**src/hw/cpu_pkg.sv**
```systemverilog
package cpu_pkg;

	typedef logic [15:0] word_t;
	typedef logic [3:0] reg_addr_t;

	localparam reg_addr_t REG_SP = 4'd8;
	localparam reg_addr_t REG_T = 4'd9;
	localparam reg_addr_t REG_IH = 4'd10;
	localparam reg_addr_t REG_NONE = 4'd15;
	localparam reg_addr_t REG_COUNT = 4'd11;    // R0..R7, SP, T, IH

	typedef enum logic [3:0] {
		ALU_ADD = 4'b0000,
		ALU_AND = 4'b0001,
		ALU_OR = 4'b0010,
		ALU_SLL = 4'b0011,
		ALU_SRA = 4'b0101,
		ALU_SUB = 4'b0110,
		ALU_EQUAL = 4'b0111,
		ALU_MOVE = 4'b1001,
		ALU_NONE = 4'b1111
	} alu_op_e;

	typedef enum logic [2:0] {
		SEL_NONE = 3'b000,
		SEL_REG_REG = 3'b001,
		SEL_REG_IMM = 3'b010,
		SEL_REG = 3'b011,
		SEL_IMM = 3'b100
	} operand_sel_e;

	typedef enum logic [4:0] {
		OP_NOP = 5'b00001,
		OP_SHIFT = 5'b00110,
		OP_ADDIU3 = 5'b01000,
		OP_ADDIU = 5'b01001,
		OP_SP = 5'b01100,          // ADDSP, MTSP
		OP_LI = 5'b01101,
		OP_CMPI = 5'b01110,
		OP_ADDSUBU = 5'b11100,
		OP_RR = 5'b11101,          // AND, OR, CMP, MFPC
		OP_IH = 5'b11110
	} op_major_e;

	////////////////////////////////////////////////////////////////////
	// Function fields below the major opcode

	localparam logic [2:0] FN_ADDSP = 3'b011;   // instr[10:8]
	localparam logic [2:0] FN_MTSP = 3'b100;
	localparam logic [1:0] FN_ADDU = 2'b01;     // instr[1:0]
	localparam logic [1:0] FN_SUBU = 2'b11;
	localparam logic [4:0] FN_AND = 5'b01100;   // instr[4:0]
	localparam logic [4:0] FN_CMP = 5'b01010;
	localparam logic [4:0] FN_OR = 5'b01101;
	localparam logic [4:0] FN_PC_GRP = 5'b00000;
	localparam logic [2:0] FN_MFPC = 3'b010;    // instr[7:5]
	localparam logic FN_MFIH = 1'b0;            // instr[0]
	localparam logic FN_MTIH = 1'b1;
	localparam logic [1:0] FN_SLL = 2'b00;      // instr[1:0]
	localparam logic [1:0] FN_SRA = 2'b11;

	typedef enum logic {
		FETCH_IDLE = 1'b0,
		FETCH_BUSY = 1'b1
	} fetch_state_e;

	typedef struct packed {
		logic valid;
		word_t instr;
		word_t next_pc;
	} fetch_t;

	typedef struct packed {
		logic valid;
		alu_op_e alu_op;
		operand_sel_e sel;
		reg_addr_t reg_a;
		reg_addr_t reg_b;
		word_t imm;
		logic reg_write;
		reg_addr_t dest;
	} decoded_t;

	typedef struct packed {
		logic valid;
		reg_addr_t dest;
		word_t data;
	} retire_t;

endpackage

```
**src/hw/fetch_stage.sv**
```systemverilog
module fetch_stage #(
	parameter int WB_ADDR_WIDTH = 16,
	parameter int unsigned RESET_PC = 0
) (
	input logic clk,
	input logic arst_n,
	input logic run,
	output logic wb_cyc,
	output logic wb_stb,
	output logic [WB_ADDR_WIDTH-1:0] wb_adr,
	input cpu_pkg::word_t wb_dat_i,
	input logic wb_ack,
	output cpu_pkg::fetch_t fetch
);

	localparam logic [WB_ADDR_WIDTH-1:0] PC_START = WB_ADDR_WIDTH'(RESET_PC);

	cpu_pkg::fetch_state_e state;
	logic [WB_ADDR_WIDTH-1:0] pc;
	logic [WB_ADDR_WIDTH-1:0] pc_inc;
	logic xfer_done;
	logic valid_q;
	cpu_pkg::word_t instr_q;
	cpu_pkg::word_t next_pc_q;

	assign pc_inc = pc + 1'b1;
	assign wb_cyc = (state == cpu_pkg::FETCH_BUSY);
	assign wb_stb = wb_cyc;                     // Single-beat reads only
	assign wb_adr = pc;
	assign xfer_done = wb_stb && wb_ack;

	////////////////////////////////////////////////////////////////////
	// Bus FSM and PC

	always_ff @(posedge clk or negedge arst_n) begin
		if (!arst_n) begin
			state <= cpu_pkg::FETCH_IDLE;
			pc <= PC_START;
			valid_q <= 1'b0;
		end else begin
			valid_q <= xfer_done;
			case (state)
				cpu_pkg::FETCH_IDLE: begin
					if (run)
						state <= cpu_pkg::FETCH_BUSY;
				end
				cpu_pkg::FETCH_BUSY: begin
					if (xfer_done) begin
						pc <= pc_inc;
						if (!run)
							state <= cpu_pkg::FETCH_IDLE;   // Stop between transfers
					end
				end
				default: state <= cpu_pkg::FETCH_IDLE;
			endcase
		end
	end

	always_ff @(posedge clk) begin
		if (xfer_done) begin
			instr_q <= wb_dat_i;
			next_pc_q <= cpu_pkg::word_t'(pc_inc);
		end
	end

	assign fetch = '{valid: valid_q, instr: instr_q, next_pc: next_pc_q};

endmodule

```
**src/hw/decode_stage.sv**
```systemverilog
module decode_stage (
	input logic clk,
	input logic arst_n,
	input cpu_pkg::fetch_t fetch,
	output cpu_pkg::decoded_t decoded
);

	localparam cpu_pkg::decoded_t NOP_DECODE = '{
		valid: 1'b1,
		alu_op: cpu_pkg::ALU_NONE,
		sel: cpu_pkg::SEL_NONE,
		reg_a: cpu_pkg::REG_NONE,
		reg_b: cpu_pkg::REG_NONE,
		imm: '0,
		reg_write: 1'b0,
		dest: cpu_pkg::REG_NONE
	};

	cpu_pkg::word_t instr;
	cpu_pkg::op_major_e major;
	cpu_pkg::reg_addr_t rx;
	cpu_pkg::reg_addr_t ry;
	cpu_pkg::reg_addr_t rz;
	cpu_pkg::word_t imm_s8;
	cpu_pkg::word_t imm_s4;
	cpu_pkg::word_t imm_z8;
	cpu_pkg::word_t shamt;
	cpu_pkg::decoded_t dec;
	cpu_pkg::decoded_t payload_q;
	logic valid_q;

	// One register-writing operation
	function automatic cpu_pkg::decoded_t make_op(
		input cpu_pkg::alu_op_e op,
		input cpu_pkg::operand_sel_e sel,
		input cpu_pkg::reg_addr_t reg_a,
		input cpu_pkg::reg_addr_t reg_b,
		input cpu_pkg::word_t imm,
		input cpu_pkg::reg_addr_t dest
	);
		cpu_pkg::decoded_t d;
		d.valid = 1'b1;
		d.alu_op = op;
		d.sel = sel;
		d.reg_a = reg_a;
		d.reg_b = reg_b;
		d.imm = imm;
		d.reg_write = 1'b1;
		d.dest = dest;
		return d;
	endfunction

	assign instr = fetch.instr;
	assign major = cpu_pkg::op_major_e'(instr[15:11]);
	assign rx = {1'b0, instr[10:8]};
	assign ry = {1'b0, instr[7:5]};
	assign rz = {1'b0, instr[4:2]};
	assign imm_s8 = {{8{instr[7]}}, instr[7:0]};
	assign imm_s4 = {{12{instr[3]}}, instr[3:0]};
	assign imm_z8 = {8'h00, instr[7:0]};
	assign shamt = (instr[4:2] == 3'b000) ? 16'd8 : {13'd0, instr[4:2]};   // 0 means 8

	////////////////////////////////////////////////////////////////////
	// Instruction decode

	always_comb begin
		dec = NOP_DECODE;                       // Unknown encodings fall through as NOP
		case (major)
			cpu_pkg::OP_ADDIU:
				dec = make_op(cpu_pkg::ALU_ADD, cpu_pkg::SEL_REG_IMM, rx,
					cpu_pkg::REG_NONE, imm_s8, rx);
			cpu_pkg::OP_ADDIU3:
				dec = make_op(cpu_pkg::ALU_ADD, cpu_pkg::SEL_REG_IMM, rx,
					cpu_pkg::REG_NONE, imm_s4, ry);
			cpu_pkg::OP_SP: begin
				if (instr[10:8] == cpu_pkg::FN_ADDSP)
					dec = make_op(cpu_pkg::ALU_ADD, cpu_pkg::SEL_REG_IMM, cpu_pkg::REG_SP,
						cpu_pkg::REG_NONE, imm_s8, cpu_pkg::REG_SP);
				else if (instr[10:8] == cpu_pkg::FN_MTSP)
					dec = make_op(cpu_pkg::ALU_MOVE, cpu_pkg::SEL_REG, ry,
						cpu_pkg::REG_NONE, '0, cpu_pkg::REG_SP);
			end
			cpu_pkg::OP_ADDSUBU: begin
				if (instr[1:0] == cpu_pkg::FN_ADDU)
					dec = make_op(cpu_pkg::ALU_ADD, cpu_pkg::SEL_REG_REG, rx, ry, '0, rz);
				else if (instr[1:0] == cpu_pkg::FN_SUBU)
					dec = make_op(cpu_pkg::ALU_SUB, cpu_pkg::SEL_REG_REG, rx, ry, '0, rz);
			end
			cpu_pkg::OP_RR: begin
				case (instr[4:0])
					cpu_pkg::FN_AND:
						dec = make_op(cpu_pkg::ALU_AND, cpu_pkg::SEL_REG_REG, rx, ry, '0, rx);
					cpu_pkg::FN_OR:
						dec = make_op(cpu_pkg::ALU_OR, cpu_pkg::SEL_REG_REG, rx, ry, '0, rx);
					cpu_pkg::FN_CMP:
						dec = make_op(cpu_pkg::ALU_EQUAL, cpu_pkg::SEL_REG_REG, rx, ry, '0,
							cpu_pkg::REG_T);
					cpu_pkg::FN_PC_GRP: begin
						if (instr[7:5] == cpu_pkg::FN_MFPC)   // JR shares this group
							dec = make_op(cpu_pkg::ALU_MOVE, cpu_pkg::SEL_IMM, cpu_pkg::REG_NONE,
								cpu_pkg::REG_NONE, fetch.next_pc, rx);
					end
					default: ;
				endcase
			end
			cpu_pkg::OP_LI:
				dec = make_op(cpu_pkg::ALU_MOVE, cpu_pkg::SEL_IMM, cpu_pkg::REG_NONE,
					cpu_pkg::REG_NONE, imm_z8, rx);
			cpu_pkg::OP_CMPI:
				dec = make_op(cpu_pkg::ALU_EQUAL, cpu_pkg::SEL_REG_IMM, rx,
					cpu_pkg::REG_NONE, imm_s8, cpu_pkg::REG_T);
			cpu_pkg::OP_IH: begin
				if (instr[0] == cpu_pkg::FN_MFIH)
					dec = make_op(cpu_pkg::ALU_MOVE, cpu_pkg::SEL_REG, cpu_pkg::REG_IH,
						cpu_pkg::REG_NONE, '0, rx);
				else
					dec = make_op(cpu_pkg::ALU_MOVE, cpu_pkg::SEL_REG, rx,
						cpu_pkg::REG_NONE, '0, cpu_pkg::REG_IH);
			end
			cpu_pkg::OP_SHIFT: begin
				if (instr[1:0] == cpu_pkg::FN_SLL)
					dec = make_op(cpu_pkg::ALU_SLL, cpu_pkg::SEL_REG_IMM, ry,
						cpu_pkg::REG_NONE, shamt, rx);
				else if (instr[1:0] == cpu_pkg::FN_SRA)
					dec = make_op(cpu_pkg::ALU_SRA, cpu_pkg::SEL_REG_IMM, ry,
						cpu_pkg::REG_NONE, shamt, rx);
			end
			default: ;                          // NOP and dropped opcodes
		endcase
	end

	always_ff @(posedge clk or negedge arst_n) begin
		if (!arst_n)
			valid_q <= 1'b0;
		else
			valid_q <= fetch.valid;
	end

	always_ff @(posedge clk) begin
		if (fetch.valid)
			payload_q <= dec;
	end

	always_comb begin
		decoded = payload_q;
		decoded.valid = valid_q;
	end

endmodule

```
**src/hw/reg_file.sv**
```systemverilog
module reg_file (
	input logic clk,
	input logic arst_n,
	input cpu_pkg::reg_addr_t rd_a_addr,
	input cpu_pkg::reg_addr_t rd_b_addr,
	output cpu_pkg::word_t rd_a_data,
	output cpu_pkg::word_t rd_b_data,
	input logic wr_en,
	input cpu_pkg::reg_addr_t wr_addr,
	input cpu_pkg::word_t wr_data
);

	cpu_pkg::word_t regs [cpu_pkg::REG_COUNT];

	// Unimplemented indexes read as zero
	assign rd_a_data = (rd_a_addr < cpu_pkg::REG_COUNT) ? regs[rd_a_addr] : '0;
	assign rd_b_data = (rd_b_addr < cpu_pkg::REG_COUNT) ? regs[rd_b_addr] : '0;

	always_ff @(posedge clk or negedge arst_n) begin
		if (!arst_n) begin
			for (int i = 0; i < int'(cpu_pkg::REG_COUNT); i++)
				regs[i] <= '0;
		end else if (wr_en && (wr_addr < cpu_pkg::REG_COUNT)) begin
			regs[wr_addr] <= wr_data;
		end
	end

endmodule

```
**src/hw/execute_stage.sv**
```systemverilog
module execute_stage (
	input logic clk,
	input logic arst_n,
	input cpu_pkg::decoded_t decoded,
	output cpu_pkg::retire_t retire
);

	cpu_pkg::word_t rd_a_data;
	cpu_pkg::word_t rd_b_data;
	cpu_pkg::word_t op_a;
	cpu_pkg::word_t op_b;
	cpu_pkg::word_t result;
	logic wr_en;
	logic ret_valid_q;
	cpu_pkg::reg_addr_t ret_dest_q;
	cpu_pkg::word_t ret_data_q;

	reg_file reg_file_i (
		.clk(clk),
		.arst_n(arst_n),
		.rd_a_addr(decoded.reg_a),
		.rd_b_addr(decoded.reg_b),
		.rd_a_data(rd_a_data),
		.rd_b_data(rd_b_data),
		.wr_en(wr_en),
		.wr_addr(decoded.dest),
		.wr_data(result)
	);

	assign wr_en = decoded.valid && decoded.reg_write;

	////////////////////////////////////////////////////////////////////
	// Operands and ALU

	assign op_a = (decoded.sel == cpu_pkg::SEL_IMM) ? decoded.imm : rd_a_data;
	assign op_b = (decoded.sel == cpu_pkg::SEL_REG_REG) ? rd_b_data : decoded.imm;

	always_comb begin
		case (decoded.alu_op)
			cpu_pkg::ALU_ADD: result = op_a + op_b;
			cpu_pkg::ALU_SUB: result = op_a - op_b;
			cpu_pkg::ALU_AND: result = op_a & op_b;
			cpu_pkg::ALU_OR: result = op_a | op_b;
			cpu_pkg::ALU_SLL: result = op_a << op_b[3:0];
			cpu_pkg::ALU_SRA: result = cpu_pkg::word_t'($signed(op_a) >>> op_b[3:0]);
			cpu_pkg::ALU_EQUAL: result = (op_a == op_b) ? 16'd0 : 16'd1;   // T is 0 on match
			cpu_pkg::ALU_MOVE: result = op_a;
			default: result = '0;
		endcase
	end

	////////////////////////////////////////////////////////////////////
	// Retire report

	always_ff @(posedge clk or negedge arst_n) begin
		if (!arst_n)
			ret_valid_q <= 1'b0;
		else
			ret_valid_q <= wr_en;
	end

	always_ff @(posedge clk) begin
		if (wr_en) begin
			ret_dest_q <= decoded.dest;
			ret_data_q <= result;
		end
	end

	assign retire = '{valid: ret_valid_q, dest: ret_dest_q, data: ret_data_q};

endmodule

```
**src/hw/cpu_core.sv**
```systemverilog
module cpu_core #(
	parameter int WB_ADDR_WIDTH = 16,
	parameter int unsigned RESET_PC = 0
) (
	input logic clk,
	input logic arst_n,
	input logic run,
	output logic wb_cyc,
	output logic wb_stb,
	output logic [WB_ADDR_WIDTH-1:0] wb_adr,
	input cpu_pkg::word_t wb_dat_i,
	input logic wb_ack,
	output cpu_pkg::retire_t retire
);

	cpu_pkg::fetch_t fetch;
	cpu_pkg::decoded_t decoded;

	fetch_stage #(
		.WB_ADDR_WIDTH(WB_ADDR_WIDTH),
		.RESET_PC(RESET_PC)
	) fetch_stage_i (
		.clk(clk),
		.arst_n(arst_n),
		.run(run),
		.wb_cyc(wb_cyc),
		.wb_stb(wb_stb),
		.wb_adr(wb_adr),
		.wb_dat_i(wb_dat_i),
		.wb_ack(wb_ack),
		.fetch(fetch)
	);

	decode_stage decode_stage_i (
		.clk(clk),
		.arst_n(arst_n),
		.fetch(fetch),
		.decoded(decoded)
	);

	execute_stage execute_stage_i (
		.clk(clk),
		.arst_n(arst_n),
		.decoded(decoded),
		.retire(retire)
	);

endmodule

```
**config.mk**
```make
export PLATFORM = sky130hd
export DESIGN_NAME = cpu_core
export DESIGN_NICKNAME = d
export VERILOG_FILES = /design/src/hw/cpu_pkg.sv /design/src/hw/fetch_stage.sv /design/src/hw/decode_stage.sv /design/src/hw/reg_file.sv /design/src/hw/execute_stage.sv /design/src/hw/cpu_core.sv
export SDC_FILE = /design/constraint.sdc
export NUM_CORES = 1
export LEC_CHECK = 0
export ABC_AREA = 1
export BUFFER_PORTS_ARGS = -buffer_cell sky130_fd_sc_hd__buf_4
export CAP_MARGIN = 40
export CELL_PAD_IN_SITES_DETAIL_PLACEMENT = 1
export CELL_PAD_IN_SITES_GLOBAL_PLACEMENT = 1
export CORE_MARGIN = 8
export CORE_UTILIZATION = 46
export CTS_BUF_LIST = sky130_fd_sc_hd__clkbuf_16
export CTS_CLUSTER_SIZE = 25
export DETAILED_ROUTE_END_ITERATION = 6
export PLACE_DENSITY = 0.89
export SETUP_SLACK_MARGIN = 0.5
export SKIP_LAST_GASP = 1
export SLEW_MARGIN = 20
export SYNTH_ARGS = -nofsm -noshare
export SYNTH_HDL_FRONTEND = slang
export SYNTH_SLANG_ARGS = --single-unit
```
**constraint.sdc**
```tcl
create_clock -name clk -period 5.45 [get_ports clk]
set_input_delay 1.3625 -clock clk [delete_from_list [all_inputs] [get_ports clk]]
set_output_delay 1.3625 -clock clk [all_outputs]
set_load 0.05 [all_outputs]
```
# == Word-level counts from Yosys, hierarchy flattened ==
# Index checks and enable logic that the tools add are counted.
# word_totals
regBits,284
out_inout_bits,39
word_cells,110
# classes
add_sub_neg,3
magnitude_cmp,7
n_eq_ne,27
shifts,2
muxes,29
n_bitwise,6
reduce_logical,9
# op_table
op,n
$pmux 36 s9,1
$mux 36,5
$bwmux 176,1
$mux 16,9
$pmux 36 s4,1
$bmux 16 s4,2
$pmux 16 s8,1
$mux 35,2
$demux 16 s4,1
$eq 5x4->1 const B,8
$mux 29,1
$add 16x1->16 const B,1
$add 16x16->16,1
$and 16x16->16,1
$eq 16x16->1,1
$or 16x16->16,1
$shl 16x4->16,1
$sshr 16x4->16,1
$sub 16x16->16,1
$eq 5x5->1 const B,3
$ge 5x5->1 const B,3
$not 4->5,3
$eq 4x3->1 const B,3
$lt 4x4->1 const B,3
20 further kinds,28

# == Logic depth before layout (Yosys ltp) ==
# logic_depth
depth_word,10
ltp_mapped,32

# == Modules after synthesis ==
# From an unflattened synthesis, not the netlist that was laid out.
# unflattened
cells_unflattened,2832
area_unflattened_um2,19700.1
# by_module_without_submodules
mod,n_inst,cells_per_inst,area_per_inst_um2
reg_file,1,1432,10032.1
execute_stage,1,885,5098.6
decode_stage,1,339,2534.9
fetch_stage,1,176,2034.5

# == Worst setup path after synthesis ==
# No wires, ideal clock.
# synth_timing
path_type,reg2reg
startpoint,register decode_stage_i.payload_q (netlist bit decode_stage_i.decoded[21])
endpoint,register execute_stage_i.ret_data_q[12] (data pin)
setup_ps,261
arrival_time_ps,3634
required_time_ps,5189
setup_slack_ps,1555
path_stages_with_launch,30
n_path_buf,7
synth_period_minus_slack_ps,3895
path_cell_list,edfxtp_1 > buf_6 > inv_4 > buf_6 > buf_4 > clkbuf_1 > clkbuf_1 > a21oi_1 > o21ai_0 > nand4_1 > nand3_1 > a21boi_0 > ha_1 > clkbuf_1 > inv_1 > nand2_1 > nand2_1 > nand2_1 > nand2_1 > a21oi_1 > o21ai_0 > a21oi_1 > nand2_1 > nand2_1 > nor2_1 > nor2_1 > nand2_1 > a21oi_1 > nand2_1 > buf_4
# synth_between
elab_chain_len,8
# synth_rtl
item,line,source
"start, declared",decode_stage.sv:29,cpu_pkg::decoded_t payload_q;
"start signal, assigned",decode_stage.sv:141,payload_q <= dec;
$not 4->5 (implied by the code),reg_file.sv:17,assign rd_b_data = (rd_b_addr < cpu_pkg::REG_COUNT) ? regs[rd_b_addr] : '0;
$bmux 16 s4,reg_file.sv:17,
$mux 16 (implied by the code) (2 in series),reg_file.sv:17,
$mux 16 *,reg_file.sv:17,
$mux 16 *,execute_stage.sv:36,assign op_b = (decoded.sel == cpu_pkg::SEL_REG_REG) ? rd_b_data : decoded.imm;
$sub 16x16->16 (tied with other cells),execute_stage.sv:41,cpu_pkg::ALU_SUB: result = op_a - op_b;
$pmux 16 s8 *,execute_stage.sv:39,case (decoded.alu_op)
via execute_stage_i.reg_file_i.wr_data[12],reg_file.sv:10,input cpu_pkg::word_t wr_data
"end signal, assigned",execute_stage.sv:65,ret_data_q <= result;
"end, declared",execute_stage.sv:16,cpu_pkg::word_t ret_data_q;
# Mark *: on every way through the listed nets, which the timed path passes. The rest lies on a longest branch. The select of a mux whose other input is x is not followed.
# A chain may end at the register's enable or synchronous reset.

# == Final worst setup path ==
# layout_timing
startpoint,register decode_stage_i.payload_q (netlist bit decode_stage_i.decoded[21])
endpoint,register execute_stage_i.reg_file_i.regs[47] in the netlist's numbering
# layout_between
elab_chain_len,9
# layout_rtl
item,line,source
$not 4->5 (implied by the code),reg_file.sv:17,
$bmux 16 s4,reg_file.sv:17,
$mux 16 (implied by the code) (2 in series),reg_file.sv:17,
$mux 16 *,reg_file.sv:17,
$mux 16 *,execute_stage.sv:36,
$sub 16x16->16 (tied with other cells),execute_stage.sv:41,
$pmux 16 s8 *,execute_stage.sv:39,
$bwmux 176 *,reg_file.sv:24,regs[wr_addr] <= wr_data;
"end signal, assigned by index",reg_file.sv:24,
"end, declared",reg_file.sv:13,cpu_pkg::word_t regs [cpu_pkg::REG_COUNT];
# Every way passes the cells marked *; elsewhere a longest branch is shown, timed or not. The select of a mux whose other input is x is not followed.

==> flow_summary_export.csv <==
group,metric,value,unit
clock_network,cts.sinks,284,
cells_and_area,n_antenna_cell,0,
routing,wl,80.2,mm
cells_and_area,area_growth,11.1,%
clock_network,insertion_delay,0.63,ns
global_routing,first_global_vias,21200,
timing,finalHoldViolations,0,
global_routing,antenna_found_initial,0,
power,p_per_area,295,nW/µm²
placed_design,dp_hpwl,56.6,mm
floorplan,core_area,40700,µm²
placed_design,dp.cells,3267,
routing,drc,2,
floorplan,die_w,219,µm
worst_setup_path,cp_cell_sequence,"inv_4 > nand2_2 > inv_2 > buf_4 > buf_4 > nand2_1 > nand4_1 > nand3_1 > a21boi_0 > ha_1 > inv_1 > o21ai_0 > o21bai_1 > a221oi_1 > nand3_1 > nand2_1 > nor2_1 > nor2_1 > nand3_2 > nand2_1 > o21ai_1",
placed_design,place_area,20000,µm²
routing,wl_met1,32.2,mm
synthesis,syn-num-nets,2807,
worst_setup_path,required,5.94,ns
routing,wl_per_cell,24.1,µm
global_routing,grt_use_total,33.1,%
routing,postRouteAntennaNets,0,
clock_network,root_buffer,"clkbuf_16",
cells_and_area,fill_cells,5307,
timing,rsz0062_at_grt,"false",
timing,hold_slack,0.417,ns
worst_setup_path,worst_path_max_delay_cell,"inv_2",
worst_setup_path,slowest_delay,0.49,ns
synthesis,synth_flop_cell,"dfrtp_1",
synthesis,syn_avg_cell_area,6.95,µm²
routing,route.met2.wl,36.4,mm
synthesis,seq_area_frac_synth,39.8,%
clock_network,cts-buffers-inserted,31,
timing,setup_violations,0,
routing,top_layer,"met4",
floorplan,rows,74,
power,finalPower,0.00620,W
worst_setup_path,crit_type,"register to register",
clock_network,clk_path_buf_depth,3,
cells_and_area,stdcell_count,3328,
floorplan,dieArea,48000,µm²
placed_design,place_congestion,1.01,
status,status,"complete, but fails checks",
clock_network,clkTransAtPathRegs,0.07,ns
clock_network,htree_levels,1,
worst_setup_path,cp_max_fo,25,
run,max_cap_violations,0,
routing,drtIter0Drc,1959,
floorplan,die_h,219,µm
min_path,hold_class,"register to register",
worst_setup_path,path_buf_inv,5,
cells_and_area,layout.nets,2847,
synthesis,synthArstFlopShare,69.0,%
status,violations,"DRC",
routing,vias_per_cell,6.02,
synthesis,synthDistinctLibCells,56,
timing,slew_headroom,40.7,%
synthesis,synth_area,19000,µm²
placed_design,io_buffers,58,
worst_setup_path,arrival,5.21,ns
timing,final.setup.tns,0,ns
power,ir_drop,0.365,mV
timing,min_period,4.71,ns
synthesis,synthCells,2731,
synthesis,synth_edf_count,88,
routing,route.met3.wl,7.22,mm
clock_network,holdBufCountCts,0,
global_routing,grt_pass1_wl,124,mm
global_routing,grt_max_degree,83,
worst_setup_path,endpoint_kind,"register",
routing,vias,20000,
worst_setup_path,startpoint_type,"register",
worst_setup_path,cpLargestDelayFamily,"simple AND/OR/NAND/NOR gates",
timing,fmax,0.212,GHz
timing,fin_crit_sh,86.5,%
power,p_leak,10.6,nW
synthesis,yosysWarnings,0,
timing,max_slew.worst_pin.slew,0.889,ns
clock_network,cts_tree,"built",
synthesis,ys_ff_latch,284,
routing,first_pass_iters,7,
global_routing,overflow,0,
cells_and_area,final_area,21100,µm²
timing,maxSlewViolCount,0,
worst_setup_path,cpMostUsedCell,"nand2_1",
cells_and_area,final_layout_size_suffix_gt1_share,8.37,%
timing,skew,0.0284,ns
floorplan,initial_core_util,46.6,%
floorplan,io_pins,59,
## cells in the mapped netlist (5+ instances only)
cell type	number	share of area (%)
a21boi_0	9	0.36
a21oi_1	107	2.8
buf_2	37	0.98
clkbuf_1	52	1.0
o21ai_0	143	3.8
dfrtp_1	196	26
o22ai_1	12	0.40
inv_2	6	0.12
o21ai_1	28	0.74
a221oi_1	10	0.46
buf_6	18	1.1
o211ai_1	5	0.20
nand2_2	10	0.33
nor2_1	122	2.4
nand2_1	1065	21
o221ai_1	11	0.51
xor2_1	18	0.83
a22oi_1	10	0.40
buf_4	29	1.1
nand4_1	46	1.5
nand3_1	250	6.6
nor3_1	20	0.53
inv_1	308	6.1
nand3b_1	6	0.24
o21bai_1	5	0.20
o2111ai_1	8	0.37
ha_1	54	3.6
edfxtp_1	88	14
or2_2	5	0.16
## registers in the layout (all words and copies together), names as in the netlist
register / cells
decode_stage_i.decoded: 36
decode_stage_i.valid_q: 1
execute_stage_i.reg_file_i.regs: 176
execute_stage_i.ret_data_q: 16
execute_stage_i.ret_dest_q: 4
execute_stage_i.ret_valid_q: 1
fetch_stage_i.instr_q: 16
fetch_stage_i.next_pc_q: 16
fetch_stage_i.valid_q: 1
fetch_stage_i.wb_adr: 16
fetch_stage_i.wb_cyc: 1
## cells in the final DEF (no fill, tap or decap), types with 3 or more instances in the layout
master / n
nand4_1: 46
nand3_1: 250
dfrtp_1: 196
or2_2: 5
a21oi_1: 107
a21boi_0: 9
nor3_1: 19
a221oi_1: 10
nand2_1: 1062
ha_1: 54
buf_12: 6
nor2_1: 122
buf_4: 138
o21bai_1: 5
o211ai_1: 5
a211oi_1: 4
a2111oi_0: 3
bufinv_16: 3
o21ai_0: 141
clkbuf_16: 32
nor4_1: 4
xor2_1: 18
a22oi_1: 10
inv_2: 7
edfxtp_1: 88
nand3b_1: 6
clkinv_2: 5
clkinv_1: 10
o22ai_1: 12
nand2_2: 13
a31oi_1: 3
o221ai_1: 11
inv_1: 314
o21ai_1: 30
nor2_2: 4
o2111ai_1: 8
## final timing paths
check / endpoint / depth (start not counted) / slack, ns / startpoint
min in group asynchronous: execute_stage_i.reg_file_i.regs[107]$_DFFE_PN0P_ / 1 / 0.72 / arst_n
max: execute_stage_i.reg_file_i.regs[47]$_DFFE_PN0P_ / 21 / 0.74 / decode_stage_i.decoded[21]$_SDFFCE_PN1P_
min reg2reg: decode_stage_i.valid_q$_DFF_PN0_ / 0 / 0.42 / fetch_stage_i.valid_q$_DFF_PN0_
max reg2reg: execute_stage_i.reg_file_i.regs[47]$_DFFE_PN0P_ / 21 / 0.74 / decode_stage_i.decoded[21]$_SDFFCE_PN1P_
min: decode_stage_i.valid_q$_DFF_PN0_ / 0 / 0.42 / fetch_stage_i.valid_q$_DFF_PN0_
max in group asynchronous: decode_stage_i.valid_q$_DFF_PN0_ / 2 / 3.79 / arst_n
## layout make-up
type / count / area, µm² / share of cell area, %
Tap cell: 532 / 666 / 3.16
Inverter: 319 / 1210 / 5.73
Sequential cell: 284 / 7550 / 35.8
Clock inverter: 26 / 209 / 0.992
Timing Repair Buffer: 147 / 1210 / 5.76
Multi-Input combinational cell: 1988 / 9420 / 44.7
Clock buffer: 32 / 801 / 3.80
## power by group
part	internal (W)	leakage, nW	total, W	switching [W]
clock network	0.00120	0.525	0.00217	0.000966
registers	0.00237	3.54	0.00250	0.000130
logic	0.000435	6.53	0.00153	0.00110
total	0.00401	10.6	0.00620	0.00219
## through the flow
stage,utilization [%],setup WS (ns)
2_1_floorplan,-,1.55
3_3_place_gp,49.0,0.890
3_5_place_dp,49.1,0.746
4_1_cts,51.6,0.709
5_1_grt,51.7,0.490
6_report,51.7,0.735
## logic make-up after synthesis
group	Yosys count	synth area share, %
simple gates	1540	33.5
buf+inv	459	10.6
compound gates	371	11.3
flops	284	39.8
fa+ha+maj	56	3.77
xor+xnor	20	0.923
mux	1	0.0528
## routing by layer
metal / track usage [%] / vias to the layer above
met3: 6.02 / 274
met4: 16.7 / 0
met1: 43.1 / 9877
met2: 52.6 / 1034
li1: - / 8862
met5: 0 / -
## what timing repair did
| action | 4_1_cts | 5_1_grt |
|---|---|---|
| setup buffers | 0 | 2 |
| hold endpoints to repair | 0 | 0 |
| gates resized for setup | 0 | 7 |
| setup endpoints to repair | 0 | 106 |
(Power assumes the default switching activity.)
